File: config.mk
export PLATFORM = sky130hd
export DESIGN_NAME = scope_top
export DESIGN_NICKNAME = d
export VERILOG_FILES = /design/src/common/scope_pkg.sv /design/src/scope_acq.sv /design/src/scope_dec_avg.sv /design/src/scope_edge.sv /design/src/scope_regs.sv /design/src/scope_top.sv
export VERILOG_INCLUDE_DIRS = /design/src /design/src/common
export SDC_FILE = /design/constraint.sdc
export NUM_CORES = 1
export LEC_CHECK = 0
export BUFFER_PORTS_ARGS = -buffer_cell sky130_fd_sc_hd__buf_2
export CAP_MARGIN = 10
export CORE_ASPECT_RATIO = 0.5
export CORE_MARGIN = 2
export CORE_UTILIZATION = 44
export CTS_CLUSTER_DIAMETER = 30
export DETAILED_ROUTE_END_ITERATION = 10
export GPL_ROUTABILITY_DRIVEN = 0
export SLEW_MARGIN = 20
export SYNTH_ARGS = -nofsm -noshare
export SYNTH_HDL_FRONTEND = slang
export SYNTH_SLANG_ARGS = --single-unit
File: constraint.sdc
create_clock -name bus -period 3.5 [get_ports bus]
set_input_delay 0.35 -clock bus [delete_from_list [all_inputs] [get_ports bus]]
set_output_delay 0.35 -clock bus [all_outputs]
set_load 0.05 [all_outputs]
File: src/common/scope_defs.svh
`ifndef SCOPE_DEFS_SVH
`define SCOPE_DEFS_SVH

// sample stream
`define SCOPE_DW   14  // sample width

// decimation
`define SCOPE_DCW  17  // decimation counter width
`define SCOPE_DSW   4  // averaging shift width

// acquisition
`define SCOPE_CW   32  // pre/post counter width
`define SCOPE_TW   64  // timestamp width
`define SCOPE_TN    4  // trigger sources

// system bus
`define SCOPE_BAW   7  // decoded address bits
`define SCOPE_BDW  32  // data word, address is as wide

`endif

File: src/common/scope_pkg.sv
`default_nettype none

`include "scope_defs.svh"

package scope_pkg;

  // sample path
  typedef logic signed [`SCOPE_DW-1:0]            sample_t;
  typedef logic        [`SCOPE_DCW-1:0]           dec_t;    // decimation factor
  typedef logic        [`SCOPE_DSW-1:0]           shr_t;    // averaging shift
  // group sum, wide enough for 2**DCW samples
  typedef logic signed [`SCOPE_DW+`SCOPE_DCW-1:0] acc_t;

  // acquisition
  typedef logic [`SCOPE_CW-1:0] cnt_t;
  typedef logic [`SCOPE_TW-1:0] stamp_t;
  typedef logic [`SCOPE_TN-1:0] trg_t;    // select mask and source vector

  // system bus
  typedef logic [`SCOPE_BDW-1:0] bus_addr_t;
  typedef logic [`SCOPE_BDW-1:0] bus_data_t;

  // acquisition sequence
  typedef enum logic [1:0] {
    idle,   // stream sunk
    pre,    // filling pre-trigger count
    armed,  // waiting for trigger
    post    // counting post-trigger samples
  } acq_state_t;

endpackage

`default_nettype wire

File: src/scope_acq.sv
`timescale 1ns/1ns
`default_nettype none

module scope_acq (
  input  logic               bus,
  input  logic               reset,
  // control
  input  logic               ctl_rst,
  input  logic               ctl_acq,
  input  logic               ctl_stp,
  // triggers
  input  scope_pkg::trg_t    cfg_trg,  // source mask
  input  scope_pkg::trg_t    trg_src,
  // counts
  input  scope_pkg::cnt_t    cfg_pre,
  input  scope_pkg::cnt_t    cfg_pst,
  // free running time
  input  scope_pkg::stamp_t  cts,
  // decimated stream in
  input  scope_pkg::sample_t sti_data,
  input  logic               sti_valid,
  output logic               sti_ready,
  // captured stream out
  output scope_pkg::sample_t sto_data,
  output logic               sto_last,
  output logic               sto_valid,
  input  logic               sto_ready,
  // status
  output logic               sts_acq,
  output logic               sts_trg,
  output scope_pkg::cnt_t    sts_pre,
  output scope_pkg::cnt_t    sts_pst,
  output scope_pkg::stamp_t  cts_acq,
  output scope_pkg::stamp_t  cts_trg,
  output scope_pkg::stamp_t  cts_stp,
  // interrupts
  output logic               irq_trg,
  output logic               irq_stp
);

  import scope_pkg::*;

  acq_state_t state;
  logic       xfer;      // forwarded transfer
  logic       trg;       // any selected source active
  logic       ev_acq;    // start accepted
  logic       ev_trg;    // trigger accepted in armed
  logic       ev_end;    // last post sample transferred
  logic       ev_abort;  // software stop while running
  logic       ev_stp;

  ////////////////////////////////////////////////////////////
  // stream gating
  ////////////////////////////////////////////////////////////

  assign sts_acq   = (state != idle);
  assign sto_data  = sti_data;
  assign sto_valid = sti_valid & sts_acq;
  assign sti_ready = ~sts_acq | sto_ready;  // idle sinks everything
  assign xfer      = sto_valid & sto_ready;

  // the transfer that brings sts_pst up to cfg_pst
  assign sto_last = sto_valid & (state == post) & (sts_pst + 1'b1 == cfg_pst);

  ////////////////////////////////////////////////////////////
  // events, stop wins over start
  ////////////////////////////////////////////////////////////

  assign trg      = |(cfg_trg & trg_src);
  assign ev_abort = ctl_stp & sts_acq;
  assign ev_acq   = ctl_acq & ~ctl_stp;
  assign ev_trg   = (state == armed) & trg & ~ctl_stp & ~ctl_acq;
  assign ev_end   = sto_last & sto_ready & ~ctl_stp & ~ctl_acq;
  assign ev_stp   = ev_abort | ev_end;

  ////////////////////////////////////////////////////////////
  // FSM and counters
  ////////////////////////////////////////////////////////////

  always_ff @(posedge bus) begin
    if (reset || ctl_rst) begin
      state   <= idle;
      sts_trg <= 1'b0;
      sts_pre <= '0;
      sts_pst <= '0;
      irq_trg <= 1'b0;
      irq_stp <= 1'b0;
    end else begin
      irq_trg <= ev_trg;
      irq_stp <= ev_stp;
      if (ctl_stp) begin
        state <= idle;
      end else if (ev_acq) begin
        state   <= pre;
        sts_trg <= 1'b0;
        sts_pre <= '0;
        sts_pst <= '0;
      end else begin
        case (state)
          pre: begin
            if (xfer) sts_pre <= sts_pre + 1'b1;
            if (sts_pre >= cfg_pre) state <= armed;  // pre-trigger filled
          end
          armed: begin
            if (xfer) sts_pre <= sts_pre + 1'b1;  // still pre-trigger data
            if (ev_trg) begin
              state   <= post;
              sts_trg <= 1'b1;
            end
          end
          post: begin
            if (xfer) sts_pst <= sts_pst + 1'b1;
            if (ev_end) state <= idle;
          end
          default: ;
        endcase
      end
    end
  end

  // timestamps of start, trigger and stop
  always_ff @(posedge bus) begin
    if (reset) begin
      cts_acq <= '0;
      cts_trg <= '0;
      cts_stp <= '0;
    end else begin
      if (ev_acq) cts_acq <= cts;
      if (ev_trg) cts_trg <= cts;  // time of the trigger cycle
      if (ev_stp) cts_stp <= cts;
    end
  end

endmodule

`default_nettype wire

File: src/scope_dec_avg.sv
`timescale 1ns/1ns
`default_nettype none

module scope_dec_avg (
  input  logic               bus,
  input  logic               reset,
  input  logic               ctl_rst,
  // configuration
  input  logic               cfg_avg,  // average instead of pick
  input  scope_pkg::dec_t    cfg_dec,  // group size minus one
  input  scope_pkg::shr_t    cfg_shr,
  // input stream
  input  scope_pkg::sample_t sti_data,
  input  logic               sti_valid,
  output logic               sti_ready,
  // output stream
  output scope_pkg::sample_t sto_data,
  output logic               sto_valid,
  input  logic               sto_ready
);

  import scope_pkg::*;

  dec_t cnt;   // position inside group
  acc_t acc;   // running group sum
  acc_t sum;   // sum including current sample
  acc_t avg;
  logic xfer;  // input accepted
  logic last;  // current sample closes the group

  // output register free or being drained
  assign sti_ready = ~sto_valid | sto_ready;
  assign xfer      = sti_valid & sti_ready;
  assign last      = (cnt == cfg_dec);

  assign sum = acc + acc_t'(sti_data);  // sign extended
  assign avg = sum >>> cfg_shr;

  ////////////////////////////////////////////////////////////
  // group counter and accumulator
  ////////////////////////////////////////////////////////////

  always_ff @(posedge bus) begin
    if (reset || ctl_rst) begin
      cnt       <= '0;
      acc       <= '0;
      sto_valid <= 1'b0;
    end else begin
      if (sto_valid && sto_ready) begin
        sto_valid <= 1'b0;  // drained, may be reloaded below
      end
      if (xfer) begin
        if (last) begin
          cnt       <= '0;
          acc       <= '0;
          sto_valid <= 1'b1;
        end else begin
          cnt <= cnt + 1'b1;
          acc <= sum;
        end
      end
    end
  end

  // output sample, loaded at group end
  always_ff @(posedge bus) begin
    if (xfer && last) begin
      sto_data <= cfg_avg ? sample_t'(avg) : sti_data;  // truncated average
    end
  end

endmodule

`default_nettype wire

File: src/scope_edge.sv
`timescale 1ns/1ns
`default_nettype none

`include "scope_defs.svh"

module scope_edge (
  input  logic               bus,
  input  logic               reset,
  input  logic               ctl_rst,
  // configuration
  input  logic               cfg_edg,  // 0 rising, 1 falling
  input  scope_pkg::sample_t cfg_lvl,
  input  scope_pkg::sample_t cfg_hst,
  // monitored stream
  input  scope_pkg::sample_t str_data,
  input  logic               str_valid,
  input  logic               str_ready,
  // trigger pulse
  output logic               trg_out
);

  import scope_pkg::*;

  // one extra bit so level +/- hysteresis cannot wrap
  logic signed [`SCOPE_DW:0] lvl_lo;
  logic signed [`SCOPE_DW:0] lvl_hi;
  logic                      xfer;
  logic                      armed;
  logic                      arm;   // sample beyond hysteresis band
  logic                      fire;  // sample crossed the level

  assign xfer   = str_valid & str_ready;
  assign lvl_lo = cfg_lvl - cfg_hst;
  assign lvl_hi = cfg_lvl + cfg_hst;

  assign arm  = cfg_edg ? (str_data > lvl_hi) : (str_data < lvl_lo);
  assign fire = cfg_edg ? (str_data <= cfg_lvl) : (str_data >= cfg_lvl);

  ////////////////////////////////////////////////////////////
  // schmitt style detector
  ////////////////////////////////////////////////////////////

  always_ff @(posedge bus) begin
    if (reset || ctl_rst) begin
      armed   <= 1'b0;
      trg_out <= 1'b0;
    end else begin
      trg_out <= 1'b0;  // single cycle pulse
      if (xfer) begin
        if (armed && fire) begin
          trg_out <= 1'b1;
          armed   <= 1'b0;  // rearm needs band exit
        end else if (arm) begin
          armed <= 1'b1;
        end
      end
    end
  end

endmodule

`default_nettype wire

File: src/scope_regs.sv
`timescale 1ns/1ns
`default_nettype none

`include "scope_defs.svh"

module scope_regs (
  input  logic                bus,
  input  logic                reset,
  // system bus
  input  logic                bus_wen,
  input  logic                bus_ren,
  input  scope_pkg::bus_addr_t bus_addr,
  input  scope_pkg::bus_data_t bus_wdata,
  output scope_pkg::bus_data_t bus_rdata,
  output logic                bus_ack,
  output logic                bus_err,
  // status
  input  logic                sts_acq,
  input  logic                sts_trg,
  input  scope_pkg::cnt_t     sts_pre,
  input  scope_pkg::cnt_t     sts_pst,
  input  scope_pkg::stamp_t   cts_acq,
  input  scope_pkg::stamp_t   cts_trg,
  input  scope_pkg::stamp_t   cts_stp,
  // control strobes
  output logic                ctl_rst,
  output logic                ctl_acq,
  output logic                ctl_stp,
  output logic                trg_swo,
  // configuration
  output scope_pkg::trg_t     cfg_trg,
  output scope_pkg::cnt_t     cfg_pre,
  output scope_pkg::cnt_t     cfg_pst,
  output scope_pkg::sample_t  cfg_lvl,
  output scope_pkg::sample_t  cfg_hst,
  output logic                cfg_edg,
  output logic                cfg_avg,
  output scope_pkg::dec_t     cfg_dec,
  output scope_pkg::shr_t     cfg_shr
);

  import scope_pkg::*;

  logic [`SCOPE_BAW-1:0] adr;  // decoded part of address
  logic                  ctl_wr;

  assign adr    = bus_addr[`SCOPE_BAW-1:0];
  assign ctl_wr = bus_wen & (adr == 'h00);

  ////////////////////////////////////////////////////////////
  // handshake
  ////////////////////////////////////////////////////////////

  always_ff @(posedge bus) begin
    if (reset) begin
      bus_ack <= 1'b0;
    end else begin
      bus_ack <= bus_wen | bus_ren;  // fixed one cycle latency
    end
  end

  assign bus_err = 1'b0;  // no error responses

  // strobes in the write cycle itself
  assign ctl_rst = ctl_wr & bus_wdata[0];
  assign trg_swo = ctl_wr & bus_wdata[1];
  assign ctl_acq = ctl_wr & bus_wdata[2];
  assign ctl_stp = ctl_wr & bus_wdata[3];

  ////////////////////////////////////////////////////////////
  // configuration writes
  ////////////////////////////////////////////////////////////

  always_ff @(posedge bus) begin
    if (reset) begin
      cfg_trg <= '0;
      cfg_pre <= '0;
      cfg_pst <= '0;
      cfg_lvl <= '0;
      cfg_hst <= '0;
      cfg_edg <= 1'b0;
      cfg_avg <= 1'b0;
      cfg_dec <= '0;
      cfg_shr <= '0;
    end else if (bus_wen) begin
      case (adr)
        'h08: cfg_trg <= bus_wdata[`SCOPE_TN-1:0];
        'h10: cfg_pre <= bus_wdata[`SCOPE_CW-1:0];
        'h14: cfg_pst <= bus_wdata[`SCOPE_CW-1:0];
        'h50: cfg_lvl <= bus_wdata[`SCOPE_DW-1:0];
        'h54: cfg_hst <= bus_wdata[`SCOPE_DW-1:0];
        'h58: cfg_edg <= bus_wdata[0];  // 0 rising, 1 falling
        'h60: cfg_avg <= bus_wdata[0];
        'h64: cfg_dec <= bus_wdata[`SCOPE_DCW-1:0];
        'h68: cfg_shr <= bus_wdata[`SCOPE_DSW-1:0];
        default: ;
      endcase
    end
  end

  ////////////////////////////////////////////////////////////
  // readback, valid with ack
  ////////////////////////////////////////////////////////////

  always_ff @(posedge bus) begin
    if (bus_ren) begin
      case (adr)
        'h00: bus_rdata <= bus_data_t'({~sts_acq, sts_acq, sts_trg, 1'b0});
        'h08: bus_rdata <= bus_data_t'(cfg_trg);
        'h10: bus_rdata <= bus_data_t'(cfg_pre);
        'h14: bus_rdata <= bus_data_t'(cfg_pst);
        'h18: bus_rdata <= bus_data_t'(sts_pre);
        'h1c: bus_rdata <= bus_data_t'(sts_pst);
        'h20: bus_rdata <= cts_acq[31:0];
        'h24: bus_rdata <= cts_acq[`SCOPE_TW-1:32];
        'h28: bus_rdata <= cts_trg[31:0];
        'h2c: bus_rdata <= cts_trg[`SCOPE_TW-1:32];
        'h30: bus_rdata <= cts_stp[31:0];
        'h34: bus_rdata <= cts_stp[`SCOPE_TW-1:32];
        'h50: bus_rdata <= bus_data_t'(unsigned'(cfg_lvl));  // zero filled
        'h54: bus_rdata <= bus_data_t'(unsigned'(cfg_hst));
        'h58: bus_rdata <= bus_data_t'(cfg_edg);
        'h60: bus_rdata <= bus_data_t'(cfg_avg);
        'h64: bus_rdata <= bus_data_t'(cfg_dec);
        'h68: bus_rdata <= bus_data_t'(cfg_shr);
        default: bus_rdata <= '0;
      endcase
    end
  end

endmodule

`default_nettype wire

File: src/scope_top.sv
`timescale 1ns/1ns
`default_nettype none

module scope_top (
  input  logic                 bus,
  input  logic                 reset,
  // system bus
  input  logic                 bus_wen,
  input  logic                 bus_ren,
  input  scope_pkg::bus_addr_t bus_addr,
  input  scope_pkg::bus_data_t bus_wdata,
  output scope_pkg::bus_data_t bus_rdata,
  output logic                 bus_ack,
  output logic                 bus_err,
  // sample input
  input  scope_pkg::sample_t   sti_data,
  input  logic                 sti_valid,
  output logic                 sti_ready,
  // captured output
  output scope_pkg::sample_t   sto_data,
  output logic                 sto_last,
  output logic                 sto_valid,
  input  logic                 sto_ready,
  // time and triggers
  input  scope_pkg::stamp_t    cts,
  input  logic [1:0]           trg_ext,
  output logic                 trg_swo,  // software trigger strobe
  output logic                 trg_out,  // edge detector pulse
  // interrupts
  output logic                 irq_trg,
  output logic                 irq_stp
);

  import scope_pkg::*;

  logic    ctl_rst, ctl_acq, ctl_stp;
  logic    cfg_edg, cfg_avg;
  trg_t    cfg_trg, trg_src;
  cnt_t    cfg_pre, cfg_pst, sts_pre, sts_pst;
  sample_t cfg_lvl, cfg_hst;
  dec_t    cfg_dec;
  shr_t    cfg_shr;
  logic    sts_acq, sts_trg;
  stamp_t  cts_acq, cts_trg, cts_stp;
  // decimated stream
  sample_t std_data;
  logic    std_valid, std_ready;

  assign trg_src = {trg_ext, trg_out, trg_swo};

  scope_regs regs_i (.*);

  scope_dec_avg dec_avg_i (
    .bus, .reset, .ctl_rst, .cfg_avg, .cfg_dec, .cfg_shr,
    .sti_data, .sti_valid, .sti_ready,
    .sto_data (std_data), .sto_valid (std_valid), .sto_ready (std_ready)
  );

  // monitors the decimated handshake only
  scope_edge edge_i (
    .bus, .reset, .ctl_rst, .cfg_edg, .cfg_lvl, .cfg_hst,
    .str_data (std_data), .str_valid (std_valid), .str_ready (std_ready),
    .trg_out
  );

  scope_acq acq_i (
    .bus, .reset, .ctl_rst, .ctl_acq, .ctl_stp, .cfg_trg, .trg_src,
    .cfg_pre, .cfg_pst, .cts,
    .sti_data (std_data), .sti_valid (std_valid), .sti_ready (std_ready),
    .sto_data, .sto_last, .sto_valid, .sto_ready,
    .sts_acq, .sts_trg, .sts_pre, .sts_pst, .cts_acq, .cts_trg, .cts_stp,
    .irq_trg, .irq_stp
  );

endmodule

`default_nettype wire

==> Yosys cells after proc, flatten, opt, wreduce, memory -nomap -nowiden <==
Cells that the tools add are included.
{ "totals": {"reg_bits": 478, "latchBits": 0, "ramBits": 0, "rom_bits": 0, "input_bits": 150, "out_inout_bits": 55, "elab_cells": 156, "n_memories": 0} }
{ "op_classes": {"addsub": 6, "mul": 0, "div": 0, "n_lt_le_gt_ge": 5, "n_eq_ne": 28, "shift": 1, "muxes": 26, "bitwise": 29, "reduce_logical": 34} }
{ "ops": {"columns": ["op", "n"], "rows": [
  ["32-bit one-hot mux with 18 select lines", 1],
  ["32-bit two-way mux", 6],
  ["32-bit by 1-bit adder with 32-bit output, second input constant", 2],
  ["7-bit by 6-bit equality test with 1-bit output, second input constant", 6],
  ["7-bit equality test, second input constant", 6],
  ["32-bit equality test", 1],
  ["32-bit greater-or-equal comparator", 1],
  ["31-bit by 14-bit adder with 31-bit output", 1],
  ["31-bit two-way mux", 1],
  ["31-bit by 4-bit >>> shifter with 14-bit output", 1],
  ["7-bit by 5-bit equality test with 1-bit output, second input constant", 4],
  ["2-bit AND reduction", 10],
  ["1-bit AND", 19],
  ["17-bit by 1-bit adder with 17-bit output, second input constant", 1],
  ["17-bit equality test", 1],
  ["17-bit two-way mux", 1],
  ["14-bit by 14-bit adder with 15-bit output", 1],
  ["14-bit by 15-bit greater-than comparator with 1-bit output", 1],
  ["14-bit by 15-bit < comparator with 1-bit output", 1],
  ["14-bit by 14-bit subtractor with 15-bit output", 1],
  ["14-bit greater-or-equal comparator", 1],
  ["14-bit <= comparator", 1],
  ["14-bit two-way mux", 1],
  ["2-bit nonzero test", 7],
  ["21 further kinds", 53]
]} }

==> Depth between registers and ports, before layout <==
{ "logic_depth": {"ltp_word": 11, "mapped_depth": 19, "ltp_nobuf": 19} }

==> By module <==
A second synthesis with hierarchy kept.
{ "unflattened": {"cells_unflattened": 3513, "area_unflattened_um2": 28459.8} }
{ "modules_own_cells": {"columns": ["mod", "instances", "cells_per_inst", "area_each_um2", "seq_area_each_um2"], "rows": [
  ["scope_acq", 1, 1499, 12082.8, 5225.0],
  ["scope_regs", 1, 1005, 8359.3, 3363.2],
  ["scope_dec_avg", 1, 702, 5710.5, 1361.3],
  ["scope_edge", 1, 307, 2307.2, 40.0]
]} }

==> Worst setup path after synthesis <==
OpenSTA, ideal clock, no wires.
{ "synth_timing": {"kind": "reg-to-output", "startpoint": "register acq_i.state[0]", "endpoint": "output sto_last", "arrival_ns": 3.731, "required_ns": 3.150, "slack_ns": -0.581, "path_stages_with_launch": 10, "path_buffers": 0, "cell_sequence": "dfxtp_1 inv_1 ha_1 nor2b_1 nand3_1 a211oi_1 o2111ai_1 nor4_1 nand4_1 nor3b_1"} }
{ "synth_via": {"elab_chain_len": 4, "elab_cells_between_ends": 5, "cone_classes": "eq/ne: 1; bitwise: 3; reduce/logical: 1"} }
{ "synth_lines": {"columns": ["item", "line_no", "text"], "rows": [
  ["start: declaration", "scope_acq.sv:43", "acq_state_t state;"],
  ["start signal: assignment", "scope_acq.sv:82", "state <= idle;"],
  ["start signal: assignment", "scope_acq.sv:92", "state <= idle;"],
  ["start signal: assignment", "scope_acq.sv:94", "state <= pre;"],
  ["2-bit nonzero test", "scope_acq.sv:56", "assign sts_acq = (state != idle);"],
  ["1-bit AND", "scope_acq.sv:58", "assign sto_valid = sti_valid & sts_acq;"],
  ["via sto_valid", "scope_top.sv:22", "output logic sto_valid,"],
  ["1-bit AND (2 in series)", "scope_acq.sv:63", "assign sto_last = sto_valid & (state == post) & (sts_pst + 1'b1 == cfg_pst);"],
  ["end: declaration", "scope_top.sv:21", "output logic sto_last,"]
]} }
The timed path passes the listed nets, and every way through them passes these cells.

==> Worst setup path after layout <==
{ "layout_timing": {"startpoint": "register regs_i.cfg_hst[0]", "endpoint": "register edge_i.armed"} }
{ "layout_via": {"elab_chain_len": 5, "elab_cells_between_ends": 7, "cone_classes": "add/sub: 2; order compare: 2; mux: 1; reduce/logical: 2"} }
{ "layout_lines": {"columns": ["item", "line_no", "text"], "rows": [
  ["start: declaration", "scope_regs.sv:35", "output scope_pkg::sample_t cfg_hst,"],
  ["start signal: assignment", "scope_regs.sv:91", "'h54: cfg_hst <= bus_wdata[`SCOPE_DW-1:0];"],
  ["14-bit by 14-bit subtractor with 15-bit output or 14-bit by 14-bit adder with 15-bit output (tied branches)", "scope_edge.sv:33, scope_edge.sv:34", null],
  ["14-bit by 15-bit < comparator with 1-bit output or 14-bit by 15-bit greater-than comparator with 1-bit output (tied branches)", "scope_edge.sv:36", "assign arm = cfg_edg ? (str_data > lvl_hi) : (str_data < lvl_lo);"],
  ["1-bit two-way mux *", "scope_edge.sv:36", null],
  ["2-bit nonzero test (no line) *", null, null],
  ["2-bit AND reduction (no line) *", null, null],
  ["end signal: assignment", "scope_edge.sv:45", "armed <= 1'b0;"],
  ["end signal: assignment", "scope_edge.sv:52", "armed <= 1'b0;"],
  ["end signal: assignment", "scope_edge.sv:54", "armed <= 1'b1;"],
  ["end: declaration", "scope_edge.sv:28", "logic armed;"]
]} }
Mark *: on every way between the ends. The rest lies on a longest branch, timed or not.
A chain may end at the register's enable or synchronous reset.

==> results.md <==
Critical path:
- The critical path goes through ha_4, fa_2, nand2b_1, a21oi_1, o21ai_1, a21oi_1, o21bai_1, a21oi_2, o31a_1, o41ai_2, buf_4, o31ai_1, ha_1, nand4_1, or2_4, nor3_2, nor3_1, o21ai_1, a311oi_1.
- The critical path ends at edge_i.armed.
- For this run, the slowest stage of the critical path takes 360 ps.
- The number of cell instances on the worst register-to-register path is 19.
- The startpoint class of the critical path is a flop.
- Across all register-to-register paths, the minimum setup slack is -220 ps.
- Data on the critical path is required at its endpoint by 4020 ps.
- The largest driver fanout on the critical path is 3.
- Tracing the worst setup path back leads to its startpoint at regs_i.cfg_hst[0].
- The path type of the worst setup path is reg2reg.
- For the worst setup path, the data arrival time is 4240 ps.
- STA classifies the critical path endpoint as a flop.
- The reg-to-reg startpoint is regs_i.cfg_hst[0].
- The slowest cell on the critical path is dfxtp_4.
- The endpoint identified for the worst register-to-register timing path is edge_i.armed.

Power:
- Of the total power, the share spent switching nets is 0.2660.
- The clock group share of total power is 0.543.
- The internal power component is 11260 µW.
- The power share of the sequential group is 0.366.
- The worst-case IR drop observed on VDD is 0.4331 mV.
- The total power density per cell area is 445.6 nW/µm².
- Power comes to 15340 µW.
- The share of total power dissipated in combinational logic is 0.091.
- Summed over all cells, the static leakage comes to 0.01302 µW.
- The total net switching power is 4081 µW.

CTS:
- The total clock sinks is 476.
- The insertion delay to the later sink of the worst-skew pair is 670 ps.
- The tree is rooted in a clkbuf_16.
- The clock tree from TritonCTS is done.
- The CTS H-tree depth is 3.
- The number of buffers on the longest clock path is 3.
- Clock-pin slew was measured on the worst setup and hold paths at 60 ps.
- Buffers inserted during clock tree synthesis total 81.

Route:
- The ratio of routed vias to standard cells is 5.963.
- The count of routing violations after the opening detailed-route iteration is 2999.
- The routed design has 101900 µm of wire.
- The uppermost layer routed is met4.
- The first TritonRoute pass finished after 7 iterations.
- The met1 wire length is 42960 µm.
- The residual antenna-violating net count after detailed routing is 0.
- The number of remaining DRC errors is 0.
- Wire segments on met2 add up to 46770 µm in the final route.
- The total number of vias is 27860.
- Wire segments on met3 add up to 8324 µm in the final route.
- The routed wirelength normalized by instance count is 21.80 µm.

Global route:
- The maximum number of pins on one net before global-route repair is 99.
- The first-pass GRT wire length is 155100 µm.
- The via count of the first global-routing pass is 26550.
- The overall overflow remaining after global route is 0.
- The overall track demand over capacity in global routing is 0.3098.
- The initial antenna violation count is 1.

Yosys:
- The number of warnings printed during yosys synthesis is 0.
- The leading area contributor after synthesis is dfxtp_1.
- Yosys mapped a number of flops with a built-in enable equal to 46.
- Synthesis produced 3417 cells.
- The most frequently used flop master after synthesis is dfxtp_1.
- Dividing the synthesized area by the synthesized cell count gives 7.931 µm².
- Of the post-synthesis cell area, the dominant cell type holds 0.3176.
- The most common cell in the synthesized netlist is nand2_1.
- The synthesized netlist occupies a cell area of 27100 µm².
- Sorting the synthesized cells by area gives the leading types as dfxtp_1 32%, nand2_1 8.6%, a21oi_1 8.0%.
- The number of storage elements in the synthesis netlist is 476.
- The number of library cell types mapped by synthesis is 87.
- The post-synth net total is 3710.
- For this run, asynchronously set or reset flops after synthesis account for 0.
- Ranked by instance count, the synthesized netlist is headed by 620 x nand2_1, 434 x a21oi_1, 430 x dfxtp_1.
- Of the synthesized area, sequential elements account for 0.3686.

Placed design:
- Buffers placed on the I/O ports in this run total 178.
- The cell count after placement is 4417.
- Timing analysis after detailed placement gives a worst setup slack of -308.1 ps.
- Detailed placement ended at an HPWL of 70230 µm.

Cells and area:
- The footprint of the multi-input gates is 16060 µm².
- The final net count is 4072.
- Leaving out filler cells and counting taps, the final layout contains 4673.
- The area occupied by registers is 10010 µm².
- The fraction of final layout cells with drive strength greater than 1 is 0.1850.
- The number of antenna diodes in the final layout is 0.
- Fill cells in the final layout number 5611.
- The area overhead of the layout relative to synthesis is 27.02%.

Run status:
- The flow ran to the end, but the final reports show violations.
- The checks that failed: setup timing.

Timing:
- The minimum clock period after layout is 3724 ps.
- The number of hold violations in the final report is 0.
- The clock arrives with 62.95 ps of skew.
- Setup total negative slack on the finished layout was measured at -276.4 ps.
- For this run, the top clock speed supported by timing is 0.2685 GHz.
- Setup repair after global routing could not meet its margin everywhere.
- The final number of max-transition violations was 0.
- At the pin with the least slew margin, the transition time is 1096 ps.
- The headroom to the max-slew limit is 0.2695.
- The final cycle utilization of the critical path is 1.064.
- The tightest hold path in the finished design has a slack of 46.72 ps.
- After layout, the worst setup slack is -223.8 ps.
- Setup violations remaining at the end of the flow were counted as 2.

Floorplanning:
- In this run the standard cell core region covers 61020 µm².
- The top-level port count is 205.
- The die is 355.0 µm wide.
- The die outline height is 179.5 µm.
- The starting utilization of the core area is 0.4441.
- The floorplan step defined a die boundary enclosing 63720 µm².
- The floorplan has 64 rows.

Run:
- The number of max-cap violations is 0.

Worst hold path:
- The min-delay analysis places its worst path in the category in2reg.
## cells in the final DEF, fill, tap and decap left out, drive strengths merged, types with 47 or more instances in the layout
master / Yosys / final
nand2: 620 / 620
buf: 48 / 445
a21oi: 435 / 435
dfxtp: 430 / 430
nor2: 201 / 201
nand3: 174 / 174
o21ai: 155 / 155
ha: 140 / 140
inv: 111 / 121
clkbuf: 203 / 100
dlygate4sd3: 0 / 85
xnor2: 84 / 84
xor2: 66 / 66
a221oi: 53 / 53
nand4: 52 / 52
a22oi: 50 / 50
a222oi: 47 / 47
## per-stage QoR
| stage | instance area (µm²) | util |
|---|---|---|
| CTS | 34100 | 0.5588 |
| floorplan | 27120 | - |
| finish | 34420 | 0.5642 |
| global route | 34420 | 0.5642 |
| global placement | 30200 | 0.4949 |
| detailed placement | 30200 | 0.4949 |
## routing by layer
metal	vias up	track usage
met2	1245	0.5027
met4	0	0.1212
met5	-	0
li1	13010	-
met1	13380	0.4075
met3	236	0.05817
## worst max-delay path, delay by kind of cell, from the launching register on
kind / cells / cell delay [ps]
flip-flops: 1 / 360
buffers and inverters: 1 / 180
AO/OA/AOI/OAI: 10 / 1620
adder cells (fa/ha/maj): 3 / 840
AND/OR/NAND/NOR: 5 / 580
## how the worst min path moves through the flow
stage / from / end / slack [ps] / cells past startpoint
detailed placement: acq_i.cts_acq[28] / acq_i.cts_acq[28] / 450 / 2
floorplan: acq_i.cts_acq[41] / acq_i.cts_acq[41] / 430 / 2
CTS: bus_wdata[6] / regs_i.cfg_pst[6] / 4 / 3
global placement: acq_i.cts_acq[3] / acq_i.cts_acq[3] / 440 / 2
finish: bus_wdata[6] / regs_i.cfg_dec[6] / 50 / 3
global route: bus_wdata[7] / regs_i.cfg_pst[7] / 30 / 3
## final cells by class
class,count,area share
Inverter,113,0.01250
Clock inverter,52,0.01788
Clock buffer,100,0.06608
Sequential cell,476,0.2908
Tap cell,825,0.02999
Multi-Input combinational cell,2577,0.4667
Timing Repair Buffer,530,0.1161
## power by group through the flow
stage          registers [µW]  clock network, µW  logic [µW]
2_1_floorplan            5820                  0         622
3_3_place_gp             5720                  0        1270
3_5_place_dp             5730                  0        1280
4_1_cts                  5610               8410        1360
5_1_grt                  5610               8700        1490
6_report                 5610               8330        1400
## flip-flops by register name, summed over array words and instances (netlist names), 2 cells and up
register,cells
acq_i.cts_acq,64
acq_i.cts_stp,64
acq_i.cts_trg,64
acq_i.sts_pre,32
acq_i.sts_pst,32
regs_i.bus_rdata,32
regs_i.cfg_pre,32
regs_i.cfg_pst,32
dec_avg_i.acc,29
dec_avg_i.cnt,17
regs_i.cfg_dec,17
dec_avg_i.sto_data,14
regs_i.cfg_hst,14
regs_i.cfg_lvl,14
regs_i.cfg_shr,4
regs_i.cfg_trg,4
acq_i.state,2
## what timing repair did
item	CTS	global route
hold endpoints to repair	224	0
pin swaps	20	22
setup endpoints to repair	2	65
buffers inserted	5	14
hold buffers	85	0
resized for setup	36	51
## cell families (layout without fill, tap and decap cells)
family                     Yosys count  count (layout)  synth area share
other                                1               1         0.0001384
xor gates and xnor gates           151             151           0.04931
DFF                                476             476            0.3686
and+or+nand+nor                   1259            1259            0.2105
adders and majority gates          143             143           0.06685
buffers and inverters              364             795           0.05328
AOI/OAI and AO/OA                  961             961            0.2228
muxes                               62              62           0.02853
No activity file was read; power rests on OpenSTA's default activity.
